--- src/lpif_settings.svh ---
`ifndef LPIF_SETTINGS_SVH
`define LPIF_SETTINGS_SVH

////////////////////////////////////////
// PHY channel geometry
////////////////////////////////////////

// Number of die-to-die channels
`define LPIF_NUM_CHAN 4

// Bits per channel word, strobe and marker included
`define LPIF_CHAN_W 24

////////////////////////////////////////
// Auto-sync and debug
////////////////////////////////////////

// Words between two auto strobes
`define LPIF_STB_INTERVAL 16

// Width of each debug counter
`define LPIF_CNT_W 16

`endif
--- src/lpif_pkg.sv ---
`default_nettype none
`include "lpif_settings.svh"

package lpif_pkg;

  ////////////////////////////////////////
  // Stream fields
  ////////////////////////////////////////

  typedef logic [3:0]  state_t;
  typedef logic [1:0]  protid_t;
  typedef logic [63:0] data_t;
  typedef logic [2:0]  bstart_t;
  typedef logic [7:0]  bvalid_t;

  // Packed beat, valid at bit 0
  localparam int FLIT_W = $bits(state_t) + $bits(protid_t) + $bits(data_t) +
                          $bits(bstart_t) + $bits(bvalid_t) + 1;

  typedef logic [FLIT_W-1:0] flit_t;

  ////////////////////////////////////////
  // PHY side and control
  ////////////////////////////////////////

  // Strobe at bit 0, marker at 2..1, payload above
  typedef logic [`LPIF_CHAN_W-1:0] chan_word_t;
  typedef logic [1:0]              marker_t;
  typedef logic [7:0]              delay_t;
  typedef logic [`LPIF_CNT_W-1:0]  count_t;
  typedef logic [2*`LPIF_CNT_W-1:0] dbg_status_t;

  // Tx auto-sync states
  typedef enum logic [1:0] {
    OFFLINE,
    WAIT_XZ,
    ONLINE
  } sync_state_e;

endpackage

`default_nettype wire

--- src/lpif_ll_if.sv ---
`timescale 1ns/1ps
`default_nettype none

interface lpif_ll_if;
  import lpif_pkg::*;

  // Tx flit from packer, taken by striper
  flit_t tx_flit;
  logic  tx_pop;

  // Reassembled rx flit and marker status
  flit_t rx_flit;
  logic  rx_push;
  logic  rx_mrk_err;

  modport pack (
    output tx_flit,
    input  rx_flit,
    input  rx_push
  );

  modport phy (
    input  tx_flit,
    output tx_pop,
    output rx_flit,
    output rx_push,
    output rx_mrk_err
  );

  // Statistics only observe
  modport mon (
    input tx_flit,
    input tx_pop,
    input rx_flit,
    input rx_push,
    input rx_mrk_err
  );

endinterface

`default_nettype wire

--- src/lpif_txrx_top.sv ---
`timescale 1ns/1ps
`default_nettype none

module lpif_txrx_top (
  input  logic                  clk_wr,
  input  logic                  rst_n,

  // Link control
  input  logic                  tx_online,
  input  logic                  rx_online,

  // PHY channels
  output lpif_pkg::chan_word_t  tx_phy0,
  input  lpif_pkg::chan_word_t  rx_phy0,
  output lpif_pkg::chan_word_t  tx_phy1,
  input  lpif_pkg::chan_word_t  rx_phy1,
  output lpif_pkg::chan_word_t  tx_phy2,
  input  lpif_pkg::chan_word_t  rx_phy2,
  output lpif_pkg::chan_word_t  tx_phy3,
  input  lpif_pkg::chan_word_t  rx_phy3,

  // Downstream stream
  input  lpif_pkg::state_t      dstrm_state,
  input  lpif_pkg::protid_t     dstrm_protid,
  input  lpif_pkg::data_t       dstrm_data,
  input  lpif_pkg::bstart_t     dstrm_bstart,
  input  lpif_pkg::bvalid_t     dstrm_bvalid,
  input  logic                  dstrm_valid,

  // Upstream stream
  output lpif_pkg::state_t      ustrm_state,
  output lpif_pkg::protid_t     ustrm_protid,
  output lpif_pkg::data_t       ustrm_data,
  output lpif_pkg::bstart_t     ustrm_bstart,
  output lpif_pkg::bvalid_t     ustrm_bvalid,
  output logic                  ustrm_valid,

  // Debug
  output lpif_pkg::dbg_status_t tx_downstream_debug_status,
  output lpif_pkg::dbg_status_t rx_upstream_debug_status,

  // Online delay settings
  input  lpif_pkg::delay_t      delay_x_value,
  input  lpif_pkg::delay_t      delay_xz_value,
  input  lpif_pkg::delay_t      delay_yz_value
);
  import lpif_pkg::*;

  logic    tx_online_delay;
  logic    rx_online_delay;
  logic    tx_auto_stb_userbit;
  marker_t tx_auto_mrk_userbit;

  lpif_ll_if ll_if ();

  ////////////////////////////////////////
  // Auto sync
  ////////////////////////////////////////

  ll_auto_sync u_auto_sync (
    .clk_wr              (clk_wr),
    .rst_n               (rst_n),
    .tx_online           (tx_online),
    .rx_online           (rx_online),
    .delay_x_value       (delay_x_value),
    .delay_xz_value      (delay_xz_value),
    .delay_yz_value      (delay_yz_value),
    .tx_online_delay     (tx_online_delay),
    .rx_online_delay     (rx_online_delay),
    .tx_auto_stb_userbit (tx_auto_stb_userbit),
    .tx_auto_mrk_userbit (tx_auto_mrk_userbit)
  );

  ////////////////////////////////////////
  // Stream side
  ////////////////////////////////////////

  lpif_flit_pack u_flit_pack (
    .clk_wr       (clk_wr),
    .rst_n        (rst_n),
    .dstrm_state  (dstrm_state),
    .dstrm_protid (dstrm_protid),
    .dstrm_data   (dstrm_data),
    .dstrm_bstart (dstrm_bstart),
    .dstrm_bvalid (dstrm_bvalid),
    .dstrm_valid  (dstrm_valid),
    .ustrm_state  (ustrm_state),
    .ustrm_protid (ustrm_protid),
    .ustrm_data   (ustrm_data),
    .ustrm_bstart (ustrm_bstart),
    .ustrm_bvalid (ustrm_bvalid),
    .ustrm_valid  (ustrm_valid),
    .ll           (ll_if.pack)
  );

  ////////////////////////////////////////
  // PHY side
  ////////////////////////////////////////

  lpif_lane_stripe u_lane_stripe (
    .clk_wr          (clk_wr),
    .rst_n           (rst_n),
    .tx_online_delay (tx_online_delay),
    .rx_online_delay (rx_online_delay),
    .tx_stb_userbit  (tx_auto_stb_userbit),
    .tx_mrk_userbit  (tx_auto_mrk_userbit),
    .tx_phy0         (tx_phy0),
    .tx_phy1         (tx_phy1),
    .tx_phy2         (tx_phy2),
    .tx_phy3         (tx_phy3),
    .rx_phy0         (rx_phy0),
    .rx_phy1         (rx_phy1),
    .rx_phy2         (rx_phy2),
    .rx_phy3         (rx_phy3),
    .ll              (ll_if.phy)
  );

  lpif_link_stats u_link_stats (
    .clk_wr                     (clk_wr),
    .rst_n                      (rst_n),
    .tx_stb_userbit             (tx_auto_stb_userbit),
    .ll                         (ll_if.mon),
    .tx_downstream_debug_status (tx_downstream_debug_status),
    .rx_upstream_debug_status   (rx_upstream_debug_status)
  );

endmodule

`default_nettype wire

--- src/lpif_link_stats.sv ---
`timescale 1ns/1ps
`default_nettype none

module lpif_link_stats (
  input  logic                  clk_wr,
  input  logic                  rst_n,
  input  logic                  tx_stb_userbit,
  lpif_ll_if.mon                ll,
  output lpif_pkg::dbg_status_t tx_downstream_debug_status,
  output lpif_pkg::dbg_status_t rx_upstream_debug_status
);
  import lpif_pkg::*;

  count_t tx_flit_cnt_q;
  count_t tx_stb_cnt_q;
  count_t rx_flit_cnt_q;
  count_t mrk_err_cnt_q;

  ////////////////////////////////////////
  // Event counters
  ////////////////////////////////////////

  // All counters wrap
  always_ff @(posedge clk_wr or negedge rst_n) begin
    if (!rst_n) begin
      tx_flit_cnt_q <= '0;
      tx_stb_cnt_q  <= '0;
      rx_flit_cnt_q <= '0;
      mrk_err_cnt_q <= '0;
    end else begin
      if (ll.tx_pop && ll.tx_flit[0]) begin
        tx_flit_cnt_q <= tx_flit_cnt_q + 1'b1;
      end
      // Strobes that actually went out on the wire
      if (ll.tx_pop && tx_stb_userbit) begin
        tx_stb_cnt_q <= tx_stb_cnt_q + 1'b1;
      end
      if (ll.rx_push && ll.rx_flit[0]) begin
        rx_flit_cnt_q <= rx_flit_cnt_q + 1'b1;
      end
      if (ll.rx_mrk_err) begin
        mrk_err_cnt_q <= mrk_err_cnt_q + 1'b1;
      end
    end
  end

  ////////////////////////////////////////
  // Status words
  ////////////////////////////////////////

  assign tx_downstream_debug_status = {tx_stb_cnt_q, tx_flit_cnt_q};
  assign rx_upstream_debug_status   = {mrk_err_cnt_q, rx_flit_cnt_q};

endmodule

`default_nettype wire

--- src/lpif_lane_stripe.sv ---
`timescale 1ns/1ps
`default_nettype none
`include "lpif_settings.svh"

module lpif_lane_stripe (
  input  logic                 clk_wr,
  input  logic                 rst_n,
  input  logic                 tx_online_delay,
  input  logic                 rx_online_delay,
  input  logic                 tx_stb_userbit,
  input  lpif_pkg::marker_t    tx_mrk_userbit,

  output lpif_pkg::chan_word_t tx_phy0,
  output lpif_pkg::chan_word_t tx_phy1,
  output lpif_pkg::chan_word_t tx_phy2,
  output lpif_pkg::chan_word_t tx_phy3,
  input  lpif_pkg::chan_word_t rx_phy0,
  input  lpif_pkg::chan_word_t rx_phy1,
  input  lpif_pkg::chan_word_t rx_phy2,
  input  lpif_pkg::chan_word_t rx_phy3,

  lpif_ll_if.phy               ll
);
  import lpif_pkg::*;

  localparam int NUM_CHAN  = `LPIF_NUM_CHAN;
  localparam int CHAN_PW   = `LPIF_CHAN_W - 3;
  localparam int PAYLOAD_W = NUM_CHAN * CHAN_PW;

  logic [PAYLOAD_W-1:0] tx_payload;
  logic [PAYLOAD_W-1:0] rx_payload;
  chan_word_t           tx_word_q [NUM_CHAN];
  chan_word_t           rx_word   [NUM_CHAN];
  flit_t                rx_flit_q;
  logic                 rx_push_q;
  marker_t              mrk_ref_q;
  logic                 mrk_seen_q;
  logic                 mrk_err_q;
  logic                 mrk_mismatch;
  logic                 mrk_seq_bad;

  ////////////////////////////////////////
  // Tx striping
  ////////////////////////////////////////

  // Top payload bits of the last channel stay zero
  assign tx_payload = PAYLOAD_W'(ll.tx_flit);
  assign ll.tx_pop  = tx_online_delay;

  always_ff @(posedge clk_wr or negedge rst_n) begin
    if (!rst_n) begin
      for (int c = 0; c < NUM_CHAN; c++) begin
        tx_word_q[c] <= '0;
      end
    end else begin
      for (int c = 0; c < NUM_CHAN; c++) begin
        if (tx_online_delay) begin
          tx_word_q[c] <= {tx_payload[c*CHAN_PW +: CHAN_PW], tx_mrk_userbit, tx_stb_userbit};
        end else begin
          tx_word_q[c] <= '0;
        end
      end
    end
  end

  assign tx_phy0 = tx_word_q[0];
  assign tx_phy1 = tx_word_q[1];
  assign tx_phy2 = tx_word_q[2];
  assign tx_phy3 = tx_word_q[3];

  ////////////////////////////////////////
  // Rx reassembly
  ////////////////////////////////////////

  assign rx_word[0] = rx_phy0;
  assign rx_word[1] = rx_phy1;
  assign rx_word[2] = rx_phy2;
  assign rx_word[3] = rx_phy3;

  always_comb begin
    for (int c = 0; c < NUM_CHAN; c++) begin
      rx_payload[c*CHAN_PW +: CHAN_PW] = rx_word[c][`LPIF_CHAN_W-1:3];
    end
  end

  always_ff @(posedge clk_wr) begin
    rx_flit_q <= rx_online_delay ? rx_payload[FLIT_W-1:0] : '0;
  end

  assign ll.rx_flit = rx_flit_q;
  assign ll.rx_push = rx_push_q;

  ////////////////////////////////////////
  // Marker check
  ////////////////////////////////////////

  // All channels of one word share a marker
  always_comb begin
    mrk_mismatch = 1'b0;
    for (int c = 1; c < NUM_CHAN; c++) begin
      if (rx_word[c][2:1] != rx_word[0][2:1]) begin
        mrk_mismatch = 1'b1;
      end
    end
  end

  assign mrk_seq_bad = (rx_word[0][2:1] != marker_t'(mrk_ref_q + 2'd1));

  // First online word only seeds the reference
  always_ff @(posedge clk_wr or negedge rst_n) begin
    if (!rst_n) begin
      rx_push_q  <= 1'b0;
      mrk_seen_q <= 1'b0;
      mrk_ref_q  <= '0;
      mrk_err_q  <= 1'b0;
    end else begin
      rx_push_q  <= rx_online_delay;
      mrk_seen_q <= rx_online_delay;
      mrk_err_q  <= rx_online_delay && mrk_seen_q && (mrk_mismatch || mrk_seq_bad);
      if (rx_online_delay) begin
        mrk_ref_q <= rx_word[0][2:1];
      end
    end
  end

  assign ll.rx_mrk_err = mrk_err_q;

endmodule

`default_nettype wire

--- src/lpif_flit_pack.sv ---
`timescale 1ns/1ps
`default_nettype none

module lpif_flit_pack (
  input  logic              clk_wr,
  input  logic              rst_n,

  // Downstream beat
  input  lpif_pkg::state_t  dstrm_state,
  input  lpif_pkg::protid_t dstrm_protid,
  input  lpif_pkg::data_t   dstrm_data,
  input  lpif_pkg::bstart_t dstrm_bstart,
  input  lpif_pkg::bvalid_t dstrm_bvalid,
  input  logic              dstrm_valid,

  // Upstream beat
  output lpif_pkg::state_t  ustrm_state,
  output lpif_pkg::protid_t ustrm_protid,
  output lpif_pkg::data_t   ustrm_data,
  output lpif_pkg::bstart_t ustrm_bstart,
  output lpif_pkg::bvalid_t ustrm_bvalid,
  output logic              ustrm_valid,

  lpif_ll_if.pack           ll
);
  import lpif_pkg::*;

  flit_t tx_flit_q;

  ////////////////////////////////////////
  // Downstream packing
  ////////////////////////////////////////

  // Layout from bit 0: valid, bvalid, bstart, data, protid, state
  always_ff @(posedge clk_wr or negedge rst_n) begin
    if (!rst_n) begin
      tx_flit_q <= '0;
    end else begin
      tx_flit_q <= {dstrm_state, dstrm_protid, dstrm_data,
                    dstrm_bstart, dstrm_bvalid, dstrm_valid};
    end
  end

  assign ll.tx_flit = tx_flit_q;

  ////////////////////////////////////////
  // Upstream unpacking
  ////////////////////////////////////////

  // Valid only on push cycles
  always_ff @(posedge clk_wr or negedge rst_n) begin
    if (!rst_n) begin
      ustrm_valid <= 1'b0;
    end else begin
      ustrm_valid <= ll.rx_push && ll.rx_flit[0];
    end
  end

  // Fields hold between pushes
  always_ff @(posedge clk_wr) begin
    if (ll.rx_push) begin
      {ustrm_state, ustrm_protid, ustrm_data, ustrm_bstart, ustrm_bvalid} <=
        ll.rx_flit[FLIT_W-1:1];
    end
  end

endmodule

`default_nettype wire

--- src/ll_auto_sync.sv ---
`timescale 1ns/1ps
`default_nettype none
`include "lpif_settings.svh"

module ll_auto_sync (
  input  logic              clk_wr,
  input  logic              rst_n,
  input  logic              tx_online,
  input  logic              rx_online,
  input  lpif_pkg::delay_t  delay_x_value,
  input  lpif_pkg::delay_t  delay_xz_value,
  input  lpif_pkg::delay_t  delay_yz_value,
  output logic              tx_online_delay,
  output logic              rx_online_delay,
  output logic              tx_auto_stb_userbit,
  output lpif_pkg::marker_t tx_auto_mrk_userbit
);
  import lpif_pkg::*;

  localparam int STB_CNT_W = $clog2(`LPIF_STB_INTERVAL);

  sync_state_e          tx_state_q;
  delay_t               xz_cnt_q;
  delay_t               x_cnt_q;
  delay_t               yz_cnt_q;
  logic                 x_done;
  logic                 yz_done;
  logic [STB_CNT_W-1:0] stb_cnt_q;
  marker_t              mrk_q;

  ////////////////////////////////////////
  // Tx online delay
  ////////////////////////////////////////

  always_ff @(posedge clk_wr or negedge rst_n) begin
    if (!rst_n) begin
      tx_state_q <= OFFLINE;
      xz_cnt_q   <= '0;
    end else if (!tx_online) begin
      tx_state_q <= OFFLINE;
      xz_cnt_q   <= '0;
    end else begin
      case (tx_state_q)
        OFFLINE: begin
          tx_state_q <= WAIT_XZ;
          xz_cnt_q   <= '0;
        end
        WAIT_XZ: begin
          // Counter tops out one short of the setting
          if (xz_cnt_q + 8'd1 >= delay_xz_value) begin
            tx_state_q <= ONLINE;
          end else begin
            xz_cnt_q <= xz_cnt_q + 8'd1;
          end
        end
        default: tx_state_q <= ONLINE;
      endcase
    end
  end

  assign tx_online_delay = (tx_state_q == ONLINE);

  ////////////////////////////////////////
  // Rx online delay
  ////////////////////////////////////////

  // Both hold timers saturate at their setting
  always_ff @(posedge clk_wr or negedge rst_n) begin
    if (!rst_n) begin
      x_cnt_q  <= '0;
      yz_cnt_q <= '0;
    end else begin
      if (!rx_online) begin
        x_cnt_q <= '0;
      end else if (!x_done) begin
        x_cnt_q <= x_cnt_q + 8'd1;
      end
      if (!tx_online_delay) begin
        yz_cnt_q <= '0;
      end else if (!yz_done) begin
        yz_cnt_q <= yz_cnt_q + 8'd1;
      end
    end
  end

  assign x_done  = (x_cnt_q >= delay_x_value);
  assign yz_done = tx_online_delay && (yz_cnt_q >= delay_yz_value);

  // Drops together with the tx side so no idle words get checked
  always_ff @(posedge clk_wr or negedge rst_n) begin
    if (!rst_n) begin
      rx_online_delay <= 1'b0;
    end else begin
      rx_online_delay <= rx_online && tx_online && x_done && yz_done;
    end
  end

  ////////////////////////////////////////
  // Strobe and marker generation
  ////////////////////////////////////////

  always_ff @(posedge clk_wr or negedge rst_n) begin
    if (!rst_n) begin
      stb_cnt_q <= '0;
      mrk_q     <= '0;
    end else if (!tx_online_delay) begin
      stb_cnt_q <= '0;
      mrk_q     <= '0;
    end else begin
      mrk_q <= mrk_q + 2'd1;
      if (stb_cnt_q == STB_CNT_W'(`LPIF_STB_INTERVAL - 1)) begin
        stb_cnt_q <= '0;
      end else begin
        stb_cnt_q <= stb_cnt_q + 1'b1;
      end
    end
  end

  // First word after going online carries a strobe
  assign tx_auto_stb_userbit = tx_online_delay && (stb_cnt_q == '0);
  assign tx_auto_mrk_userbit = mrk_q;

endmodule

`default_nettype wire

--- config.mk ---
export PLATFORM = sky130hd
export DESIGN_NAME = lpif_txrx_top
export DESIGN_NICKNAME = d
export VERILOG_FILES = /design/src/lpif_pkg.sv /design/src/lpif_ll_if.sv /design/src/lpif_txrx_top.sv /design/src/lpif_link_stats.sv /design/src/lpif_lane_stripe.sv /design/src/lpif_flit_pack.sv /design/src/ll_auto_sync.sv
export VERILOG_INCLUDE_DIRS = /design/src /design/src/src
export SDC_FILE = /design/constraint.sdc
export NUM_CORES = 1
export LEC_CHECK = 0
export ABC_AREA = 0
export BUFFER_PORTS_ARGS = -buffer_cell sky130_fd_sc_hd__clkbuf_2
export CAP_MARGIN = 15
export CORE_MARGIN = 2
export CORE_UTILIZATION = 51
export CTS_CLUSTER_DIAMETER = 120
export CTS_CLUSTER_SIZE = 16
export DETAILED_ROUTE_END_ITERATION = 12
export GPL_ROUTABILITY_DRIVEN = 0
export PLACE_DENSITY = 0.79
export SLEW_MARGIN = 20
export SYNTH_ARGS = -nofsm -noshare
export SYNTH_HDL_FRONTEND = slang
export SYNTH_SLANG_ARGS = --single-unit
--- constraint.sdc ---
create_clock -name clk_wr -period 3.5 [get_ports clk_wr]
set_input_delay 0.175 -clock clk_wr [delete_from_list [all_inputs] [get_ports clk_wr]]
set_output_delay 0.175 -clock clk_wr [all_outputs]
set_load 0.05 [all_outputs]
**Yosys cells after proc, flatten, opt, wreduce, memory -nomap -nowiden**

Index checks and enable logic that the tools add are counted.

- Register bits: 441
- Bits of input ports: 206
- Output and inout bits: 242
- Logic and storage cells: 85

- $add $sub $neg: 10
- $lt $le $gt $ge: 3
- Eq/ne operators: 12
- Mux-type cells: 20
- Reductions and logical operators: 14

Operators with widths:

| cell | number |
|---|---|
| two-way mux 24 bit | 3 |
| adder 16 x 1 -> 16 bit, second input constant | 4 |
| two-way mux 8 bit | 6 |
| adder 8 x 1 -> 8 bit, second input constant | 3 |
| >= comparator 8 bit | 3 |
| two-way mux 22 bit | 1 |
| one-hot mux 8 bit (2 select lines) | 1 |
| logical AND 1 bit | 10 |
| two-way mux 4 bit | 2 |
| != test 2 bit | 4 |
| two-way mux 2 bit | 3 |
| adder 2 x 1 -> 2 bit, second input constant | 2 |
| adder 4 x 1 -> 4 bit, second input constant | 1 |
| == test 4 bit, second input constant | 1 |
| zero test 4 bit | 1 |
| != test 2 bit, second input constant | 2 |
| one-hot mux 2 bit (2 select lines) | 1 |
| two-way mux 1 bit | 3 |
| != test 3 x 1 -> 1 bit, second input constant | 1 |
| != test 3 x 2 -> 1 bit, second input constant | 1 |
| != test 3 bit, second input constant | 1 |
| == test 2 x 1 -> 1 bit, second input constant | 1 |
| == test 2 bit, second input constant | 1 |
| zero test 2 bit | 1 |
| 2 further kinds | 2 |

**Longest topological paths before layout**

Gate-level depths: netlist (run 1).

- Word-level depth: 6
- Mapped depth: 12
- Gate-level depth less buffers: 11

**Modules after synthesis**

A second synthesis (run 1) with hierarchy kept.

- Cell total of the unflattened synthesis: 1049
- Area total of the unflattened synthesis: 14813.0 sq um

Modules (own cells, without submodules):

| module | instances | cells an instance | area an instance (sq um) | sequential area each (sq um) |
|---|---|---|---|---|
| lpif_lane_stripe | 1 | 382 | 5175.0 | 3868.7 |
| lpif_flit_pack | 1 | 165 | 4515.6 | 4509.3 |
| lpif_link_stats | 1 | 232 | 2760.1 | 1601.5 |
| ll_auto_sync | 1 | 270 | 2362.3 | 825.8 |

**Least setup slack after synthesis (run 1)**

Ideal clock, no wire load.

- Kind: flip-flop to flip-flop
- Start point: register u_lane_stripe.rx_push_q (netlist: u_lane_stripe.ll.rx_push)
- End point: register u_link_stats.rx_flit_cnt_q[12]
- Library setup time: 0.142 ns
- Arrival: 3.149 ns
- Data required time: 3.358 ns
- Setup slack: 0.209 ns
- Cell stages (with the launch flop): 7
- Path buffers: 0
- Period minus slack after synthesis: 3.291 ns
- Cells stage by stage: dfrtp_1 > nand2_1 > inv_1 > and3_1 > and3_1 > nand3_1 > xnor2_1

- Word-level cells in the longest chain between the ends: 1

Ends and longest elaborated chain:

| item | RTL line | text |
|---|---|---|
| start: declaration | lpif_lane_stripe.sv:35 | `logic rx_push_q;` |
| start signal: assignment | lpif_lane_stripe.sv:117 | `rx_push_q <= rx_online_delay;` |
| logical AND 1 bit | lpif_link_stats.sv:38 | `if (ll.rx_push && ll.rx_flit[0]) begin` |
| end signal: assignment | lpif_link_stats.sv:39 | `rx_flit_cnt_q <= rx_flit_cnt_q + 1'b1;` |
| end: declaration | lpif_link_stats.sv:16 | `count_t rx_flit_cnt_q;` |

Every way passes these cells.
A chain may end at the register's enable or synchronous reset.

**Worst setup path in the final report (run 1)**

- Start point: register u_auto_sync.xz_cnt_q[2]
- End point: register u_auto_sync.xz_cnt_q[3]

- Word-level cells in the longest chain between the ends: 4
- Elaborated cells on any way between the ends: 7
- Classes of those cells: add/sub: 1; order compare: 1; eq/ne: 1; mux: 3; reduce/logical: 1

Ends and longest elaborated chain:

| item | RTL line | text |
|---|---|---|
| start: declaration | ll_auto_sync.sv:23 | `delay_t xz_cnt_q;` |
| start signal: assignment | ll_auto_sync.sv:53 | `xz_cnt_q <= xz_cnt_q + 8'd1;` |
| adder 8 x 1 -> 8 bit * | ll_auto_sync.sv:50, ll_auto_sync.sv:53 |  |
| >= comparator 8 bit or two-way mux 8 bit (tied branches) | ll_auto_sync.sv:50 | `if (xz_cnt_q + 8'd1 >= delay_xz_value) begin` |
| != test 3 bit (no source line) or one-hot mux 8 bit (2 select lines) (tied branches) | - |  |
| AND reduction 2 bit (no source line) or two-way mux 8 bit (tied branches) | - |  |

Mark *: on every way between the ends. The rest lies on a longest branch, timed or not. The select of a mux whose other input is x is not followed.

==> reports/metrics.csv, run 1 <==
stage,metric,value,unit
clock_network,worst_skew_pair.late_latency,560,ps
final_layout,final_common_cell,clkbuf_2,
pwr,pwr-share-comb,0.051,
grt,antenna_found_initial,1,
die,io_pins,448,
final_layout,drive_gt1_frac,0.3004,
routing,wl_per_cell,18.44,um
synth,synth.distinct_cells,51,
sta,tightest_slew,810.7,ps
clock_network,cts_made_buffers,30,
routing,drt-total-wl,37730,um
sta,maxSlewHeadroom,0.4595,
synth,ys_seq_area_frac,0.7312,
place,dp_hpwl,23550,um
die,dieArea,30350,um^2
pwr,clock_power_share,0.362,
pwr,internal_power,6960,uW
routing,drc_errors,0,
synth,yosys_warnings,0,
die,core_area,28630,um^2
clock_network,clkTransAtPathRegs,70,ps
sta,fin_tns_setup,0,ps
clock_network,cts_tree,built,
worst_hold_path,hold_path.class,input port to flip-flop,
final_layout,syn2layout_area_growth,34.70,%
synth,netlist_area,14780,um^2
routing,drtIter0Drc,623,
worst_setup_path,worst_setup_path_end_kind,flip-flop,
sta,post-route-period-util,0.7653,
final_layout,final_cell_mix,"clkbuf_2, dfrtp_1, and2_1, dlygate4sd3_1, dfxtp_1",
pwr,p_sw,1847,uW
grt,grt_pass1_wl,59090,um
worst_setup_path,path_max_fanout,17,
sta,fin_crit,2679,ps
grt,gr-total-overflow,0,
synth,synth_top_area_share,0.4555,
routing,vias_per_cell,4.948,
worst_setup_path,critical_path_arrival,3170,ps
synth,synthCells,1033,
clock_network,htree_levels,1,
die,die_x,174.2,um
sta,holdWs,35.22,ps
pwr,leakage,0.009538,uW
synth,synth_edf_count,81,
routing,first_pass_iters,7,
sta,final.setup_skew,12.01,ps
sta,setup_viol,0,
synth,async_flop_share,0.6227,
pwr,p_sw_frac,0.2097,
routing,vias,10124,
pwr,p_seq_frac,0.587,
final_layout,fin_util,0.6954,
routing,drtAntennaViolNets,0,
grt,grt_max_degree,106,
worst_setup_path,critPathKind,flip-flop to flip-flop,
place,port_buffers,439,
synth,synth_seq_cells,432,
clock_network,cts-root-buf,clkbuf_16,
grt,grt_pass1_vias,10663,
sta,hold_viol_final,0,
die,rows,62,
sta,max_freq,373.3,MHz
final_layout,fin_nets,1887,
clock_network,clock_sinks,432,
synth,avgSynthCellArea,14.31,um^2
job,cap_violations,0,
die,initial_utilization,0.5163,
synth,synthFlopType,dfrtp_1,
clock_network,cts_resized,0,
status,status,completed,
pwr,power.density,442.4,nW/um^2
pwr,max-vdd-ir-drop,0.4078,mV
sta,rsz0062_at_grt,no,
synth,yosys.area.top_type,dfrtp_1,
synth,synth.top_cells.by_area,"dfrtp_1, edfxtp_1, dfxtp_1",
sta,drv_slew,0,
die,die_height,174.2,um
grt,grt_use_total,0.2492,
worst_setup_path,startpoint_type,flip-flop,
worst_setup_path,critPathRequiredTime,3990,ps
clock_network,cts_max_path_buffers,3,
-- critical path: stages, from the launching register on --
cell and delay, ps:
dfrtp_1 450, nand3_1 180, nor2_1 280, nand3_1 140, xor2_1 200, inv_1 80, ha_1 290, a21oi_1 160
o21a_1 150, o41ai_2 60, buf_4 190, or3_1 350, nand3_1 80
-- metal layers --
layer	global-route usage	vias to the layer above	part of all wire
met2	0.4329	441	0.51
met3	0.05949	99	0.077
met1	0.2951	4946	0.37
li1	-	4638	-
met5	0	-	0
met4	0.1117	0	0.048
-- final timing paths --
| kind | to | slack, ps | cells past startpoint | from |
|---|---|---|---|---|
| setup / recovery | u_auto_sync.xz_cnt_q[3] | 820 | 12 | u_auto_sync.xz_cnt_q[2] |
| hold / removal | u_lane_stripe.ll.rx_mrk_err | 40 | 4 | rx_phy2[1] |
| setup reg to reg | u_auto_sync.xz_cnt_q[3] | 820 | 12 | u_auto_sync.xz_cnt_q[2] |
| hold reg to reg | u_flit_pack.ustrm_data[23] | 400 | 0 | u_lane_stripe.ll.rx_flit[35] |
| max in group asynchronous | u_flit_pack.ll.tx_flit[3] | 2280 | 3 | rst_n |
| min in group asynchronous | u_auto_sync.xz_cnt_q[4] | 250 | 2 | rst_n |
-- layout make-up --
type	instances	area (um^2)
multi-input cells	532	3671
fillers	1839	8718
clock inverters	1	16.27
diodes	1	2.502
inverters	33	123.9
flip-flops and latches	432	10810
well taps	384	480.5
repair buffers	619	3999
clock buffers	44	803.3
-- what timing repair did --
item / in CTS / in global routing
hold buffers: 171 / 0
buffers inserted: 0 / 0
hold endpoints to repair: 273 / 0
endpoints found under the setup margin: 0 / 0
-- flip-flops by register name (all words and copies together) (netlist names), 19 cells and up --
register,count
u_flit_pack.ustrm_data,64
u_lane_stripe.tx_phy2,21
u_flit_pack.ll.tx_flit,82
u_lane_stripe.tx_phy0,24
u_lane_stripe.tx_phy3,19
u_lane_stripe.ll.rx_flit,82
u_lane_stripe.tx_phy1,21
-- kinds of logic after synthesis --
kind of cell             share of synthesized area
XOR/XNOR                                   0.04386
adder cells (fa/ha/maj)                    0.02794
AO/OA/AOI/OAI                              0.02108
multiplexers                              0.009398
flip-flops                                  0.7312
AND/OR/NAND/NOR                             0.1455
other                                    0.0002538
buffers and inverters                      0.02074
-- power groups by stage --
stage,Sequential [uW],Combinational (uW),Clock [uW]
after floorplan,5280,63.5,0
after global placement,5270,275,0
after detailed placement,5270,283,0
after CTS,5170,443,3240
after global routing,5170,495,3470
final,5170,450,3190
-- cell usage after synthesis, drive strengths merged (2+ instances only) --
library cell and count:
xor2 21, or3 2, o21ai 6, a21oi 16, and2b 3, nor3 3
dfrtp 269, a211oi 7, nand3b 5, mux2i 6, mux2 7, o31ai 3
nand4 16, nor2b 3, dfxtp 82, buf 14, and2 172, clkbuf 23
nand3 37, ha 33, nor2 25, and4 7, xnor2 53, nand2 52
a31oi 4, nand4b 4, o211ai 4, edfxtp 81, or4 5, nand2b 9
inv 33, and3 16, nor4b 2
-- per-stage QoR --
| step | instance area (um^2) | worst slack, ps | total power, uW | instances |
|---|---|---|---|---|
| floorplan | 14780 | 209.2 | 5348 | 1034 |
| global placement | 17370 | 910.0 | 5544 | 1829 |
| detailed placement | 17370 | 868.7 | 5556 | 1829 |
| CTS | 19900 | 841.6 | 8848 | 2045 |
| global route | 19910 | 594.3 | 9140 | 2046 |
| finish | 19910 | 821.4 | 8808 | 2046 |
Note: power is estimated with default switching activity, not from simulation.
==> run 2, diff against run 1 <==
- clock period: 3.5 -> 2.55 ns (I/O delays scaled with it)
==> run 2 against run 1 <==
  * Global-route usage is 1.1 points higher
  * Maximum frequency is 9.5% higher
  * Core utilization grew 0.90 points
  * Via count increased by 2.1%
  * Sequential cell count unchanged
  * First-iteration DRC count is 32% higher
  * Power rose by 39%
  * Setup slack worse by 720 ps
  * Non-clock buffer count increased by 13
  * Critical endpoint unchanged
==> reports/metrics.csv, run 2 (same netlist as run 1, synthesis figures left out) <==
stage,metric,value,unit
final_layout,final_common_cell,clkbuf_2,
worst_setup_path,crit_top_cell,nand3_1,
die,initial_utilization,0.5163,
routing,drc_errors,0,
sta,final.setup_skew,19.97,ps
final_layout,fin_nets,1900,
grt,use_met1,0.3098,
routing,first_pass_iters,4,
die,rows,62,
pwr,p_seq_frac,0.578,
pwr,p_sw_frac,0.2147,
pwr,internal_power,9640,uW
grt,grt_max_degree,75,
final_layout,finalNonFillerCells,2072,
sta,hold_viol_final,0,
pwr,pwr-share-comb,0.052,
worst_setup_path,rrSetupSlack,100,ps
pwr,power.density,608.8,nW/um^2
worst_setup_path,critical_path_arrival,2950,ps
sta,max_freq,408.9,MHz
worst_hold_path,worstHoldStart,rx_phy2[1],
worst_setup_path,worst_setup_path_end_kind,flip-flop,
routing,drtIter0Drc,822,
grt,use_met2,0.4668,
die,io_pins,448,
die,die_height,174.2,um
pwr,max-vdd-ir-drop,0.7448,mV
grt,gr-usage-met3,0.05731,
worst_setup_path,startpoint_type,flip-flop,
grt,gr-total-overflow,0,
worst_setup_path,cp_slowest_cell,dfrtp_2,
routing,vias,10340,
sta,maxSlewHeadroom,0.4630,
routing,wl_per_cell,19.25,um
grt,top_usage_layer,met2,
sta,setup_viol,0,
clock_network,clock_sinks,432,
sta,fin_crit,2445,ps
final_layout,num-fill-cells,1798,
worst_setup_path,critPathKind,flip-flop to flip-flop,
clock_network,cts_max_path_buffers,3,
clock_network,cts-root-buf,clkbuf_16,
routing,drtAntennaViolNets,0,
final_layout,drive_gt1_frac,0.3104,
sta,post-route-period-util,0.9590,
pwr,p_sw,2636,uW
worst_setup_path,r2r_cells,11,
sta,holdWs,53.70,ps
sta,tightest_slew,805.5,ps
status,status,completed,
pwr,clock_power_share,0.370,
grt,grt_use_total,0.2604,
sta,drv_slew,0,
routing,drt-total-wl,39880,um
final_layout,syn2layout_area_growth,36.46,%
final_layout,final_cell_mix,"clkbuf_2, dfrtp_1, and2_1, dlygate4sd3_1, dfxtp_1",
routing,vias_per_cell,4.990,
worst_setup_path,path_cells,ha_4 > nand3_1 > nor2_1 > xor2_1 > ha_1 > nand2_2 > o21a_1 > o41ai_4 > buf_4 > or3_1 > nand3_1,
grt,grt_pass1_vias,10920,
place,port_buffers,439,
job,cap_violations,0,
clock_network,worst_skew_pair.late_latency,580,ps
worst_setup_path,path_max_fanout,6,
clock_network,htree_levels,1,
die,dieArea,30350,um^2
clock_network,cts_tree,built,
pwr,power,12280,uW
worst_hold_path,hold_end,u_lane_stripe.ll.rx_mrk_err,
pwr,leakage,0.009639,uW
worst_hold_path,hold_path.class,input port to flip-flop,
clock_network,clkTransAtPathRegs,80,ps
worst_setup_path,slowest_delay,420,ps
worst_hold_path,min_path_cells,4,
worst_setup_path,critPathRequiredTime,3050,ps
worst_setup_path,r2r_end,u_auto_sync.xz_cnt_q[3],
worst_setup_path,reg2reg_from,u_auto_sync.xz_cnt_q[0],
clock_network,cts_made_buffers,30,
die,die_x,174.2,um
place,place_inst,1836,
grt,antenna_found_initial,4,
place,dp_hpwl,24050,um
grt,grt_pass1_wl,61420,um
die,core_area,28630,um^2
[run 2: how the worst max path moves through the flow]
| stage | start | to | slack (ps) | depth (start not counted) |
|---|---|---|---|---|
| after floorplan | u_auto_sync.xz_cnt_q[2] | u_auto_sync.xz_cnt_q[0] | 80 | 11 |
| after global placement | u_auto_sync.xz_cnt_q[0] | u_auto_sync.xz_cnt_q[3] | 200 | 12 |
| after detailed placement | u_auto_sync.xz_cnt_q[0] | u_auto_sync.xz_cnt_q[2] | 90 | 11 |
| after CTS | u_auto_sync.xz_cnt_q[0] | u_auto_sync.xz_cnt_q[1] | 70 | 12 |
| after global routing | u_auto_sync.xz_cnt_q[0] | u_auto_sync.xz_cnt_q[3] | -30 | 11 |
| final | u_auto_sync.xz_cnt_q[0] | u_auto_sync.xz_cnt_q[3] | 100 | 11 |
[run 2: metal layers]
layer  up-vias  share of wire
met4         4          0.040
met3       103          0.074
met1      5118           0.37
met2       443           0.51
met5         -        0.00053
li1       4672              -
[run 2: power by group through the flow]
stage	logic, uW	registers (uW)	clock network (uW)
after global routing	694	7100	4920
after global placement	384	7230	0
final	637	7090	4540
after detailed placement	396	7240	0
after floorplan	87.1	7250	0
after CTS	616	7090	4610
[run 2: cell type report]
type,count,area [um^2],area share
repair buffers,632,4129,0.2048
flip-flops and latches,432,10820,0.5363
inverters,33,123.9,0.006143
clock inverters,1,30.03,0.001489
clock buffers,55,844.6,0.04188
diodes,3,7.507,0.0003723
multi-input cells,532,3735,0.1852
well taps,384,480.5,0.02383
[run 2: worst max-delay path, delay by kind of cell (launching register included)]
family,cells,cell delay [ps]
and+or+nand+nor,5,850
adders and majority gates,2,430
DFF,1,420
AOI/OAI and AO/OA,2,280
xor gates and xnor gates,1,210
buffers and inverters,1,180
[run 2: stage by stage]
stage | utilization | setup slack (ps) | setup TNS [ps] | area [um^2]
after floorplan | - | 82.69 | 0 | 14780
after global placement | 0.6096 | 199.3 | 0 | 17450
after detailed placement | 0.6096 | 91.09 | 0 | 17450
after CTS | 0.7000 | 69.76 | 0 | 20040
after global routing | 0.7043 | -29.33 | -52.24 | 20160
final | 0.7045 | 104.6 | 0 | 20170
[run 2: repair_timing]
| item | in CTS | in global routing |
|---|---|---|
| setup buffers | 0 | 5 |
| resized for setup | 0 | 15 |
| hold endpoints to repair | 392 | 0 |
| setup endpoints to repair | 0 | 10 |
| hold buffers | 171 | 0 |
==> run 3, diff against run 2 <==
- MAX_ROUTING_LAYER: default -> met4
==> run 3 against run 2 <==
  * Clock power is essentially flat
  * Setup slack lost 0.68 ps
  * Maximum frequency is essentially flat
  * First-iteration DRC count grew 4.7%
  * Non-clock buffer count is the same
  * Cell count is essentially flat
  * Sequential cell count is the same
  * Core utilization is essentially flat
  * Highest routed layer is now met4
  * Clock skew shrank 2.5 ps
  * Die area is the same
  * Hold slack lost 1.0 ps
==> reports/metrics.csv, run 3 (same netlist as run 1, synthesis figures left out) <==
stage,metric,value,unit
status,status,completed,
grt,top_usage_layer,met2,
clock_network,clkTransAtPathRegs,80,ps
sta,post-route-period-util,0.9593,
place,port_buffers,439,
worst_setup_path,worst_setup_path_end_kind,flip-flop,
worst_setup_path,path_max_fanout,6,
routing,first_pass_iters,5,
clock_network,htree_levels,1,
sta,fin_tns_setup,0,ps
final_layout,syn2layout_area_growth,36.49,%
grt,gr-total-overflow,0,
sta,setup_viol,0,
worst_setup_path,critPathRequiredTime,3050,ps
final_layout,fin_nets,1900,
grt,grt_pass1_wl,61180,um
final_layout,drive_gt1_frac,0.3104,
routing,drtIter0Drc,861,
sta,maxSlewHeadroom,0.4600,
grt,grt_use_total,0.2680,
sta,max_freq,408.8,MHz
routing,drt-total-wl,40030,um
grt,gr-usage-met3,0.05293,
sta,holdWs,52.68,ps
grt,grt_pass1_vias,10952,
worst_setup_path,critPathKind,flip-flop to flip-flop,
die,dieArea,30350,um^2
place,dp_hpwl,24050,um
clock_network,cts_tree,built,
final_layout,final_common_cell,clkbuf_2,
die,initial_utilization,0.5163,
routing,wl_per_cell,19.30,um
pwr,power,12280,uW
die,die_x,174.2,um
die,io_pins,448,
job,cap_violations,0,
place,place_inst,1836,
clock_network,clock_sinks,432,
routing,vias_per_cell,4.980,
sta,final.setup_skew,17.46,ps
final_layout,num-fill-cells,1797,
grt,use_met1,0.3119,
sta,tightest_slew,809.9,ps
clock_network,worst_skew_pair.late_latency,580,ps
worst_setup_path,startpoint_type,flip-flop,
final_layout,final_cell_mix,"clkbuf_2, dfrtp_1, and2_1, dlygate4sd3_1, dfxtp_1",
routing,drtAntennaViolNets,0,
grt,grt_max_degree,75,
sta,fin_crit,2446,ps
sta,drv_slew,0,
grt,use_met2,0.4635,
pwr,max-vdd-ir-drop,0.7452,mV
routing,drc_errors,0,
die,die_height,174.2,um
clock_network,cts_max_path_buffers,3,
pwr,leakage,0.009639,uW
clock_network,cts-root-buf,clkbuf_16,
worst_setup_path,critical_path_arrival,2950,ps
final_layout,fin_util,0.7047,
die,core_area,28630,um^2
sta,hold_viol_final,0,
pwr,power.density,608.6,nW/um^2
grt,antenna_found_initial,4,
routing,vias,10328,
worst_hold_path,hold_path.class,input port to flip-flop,
die,rows,62,
final_layout,finalNonFillerCells,2074,
clock_network,cts_made_buffers,30,
-- run 3: power breakdown --
part / leakage (uW) / internal [uW] / switching [uW]
Clock: 0.000411 / 2240 / 2300
Combinational: 0.00446 / 340 / 299
Sequential: 0.00476 / 7060 / 33.4
-- run 3: stage by stage --
stage / instance area [um^2] / setup slack (ps)
2_1_floorplan: 14780 / 82.69
3_3_place_gp: 17450 / 199.3
3_5_place_dp: 17450 / 91.09
4_1_cts: 20040 / 69.76
5_1_grt: 20170 / -29.33
6_report: 20170 / 103.9
-- run 3: path summary, 6_finish.rpt --
path	to	slack (ps)	from	depth (start not counted)
hold / removal	u_lane_stripe.ll.rx_mrk_err	50	rx_phy2[1]	4
hold reg to reg	u_flit_pack.ustrm_data[44]	390	u_lane_stripe.ll.rx_flit[56]	0
min in group asynchronous	u_lane_stripe.tx_phy1[23]	110	rst_n	2
setup reg to reg	u_auto_sync.xz_cnt_q[3]	100	u_auto_sync.xz_cnt_q[0]	9
setup / recovery	u_auto_sync.xz_cnt_q[3]	100	u_auto_sync.xz_cnt_q[0]	9
max in group asynchronous	u_lane_stripe.tx_phy1[12]	1630	rst_n	3
-- run 3: area by class of cell --
type                    count  area, um^2  share of cell area
flip-flops and latches    432       10820              0.5362
repair buffers            632        4129              0.2047
multi-input cells         532        3735              0.1852
clock buffers              55       844.6             0.04187
well taps                 384       480.5             0.02382
inverters                  33       123.9            0.006141
clock inverters             1       30.03            0.001489
diodes                      5       12.51           0.0006203
-- run 3: repair_timing --
item,in CTS,in global routing
hold endpoints to repair,392,0
resized for setup,0,15
setup buffers,0,5
endpoints found under the setup margin,0,10
hold buffers,171,0
-- run 3: worst max-delay path, cell delays in order, from the launching register on --
cell and delay [ps]:
dfrtp_2 450, ha_4 180, xor2_1 140, ha_1 280, a211o_1 290, a31oi_1 280
o41ai_4 110, buf_4 180, or3_1 360, nand3_1 110
-- run 3: layer usage --
metal | vias up | share of wire
met5 | - | 0
met3 | 101 | 0.072
li1 | 4674 | -
met2 | 467 | 0.51
met1 | 5086 | 0.38
met4 | 0 | 0.042
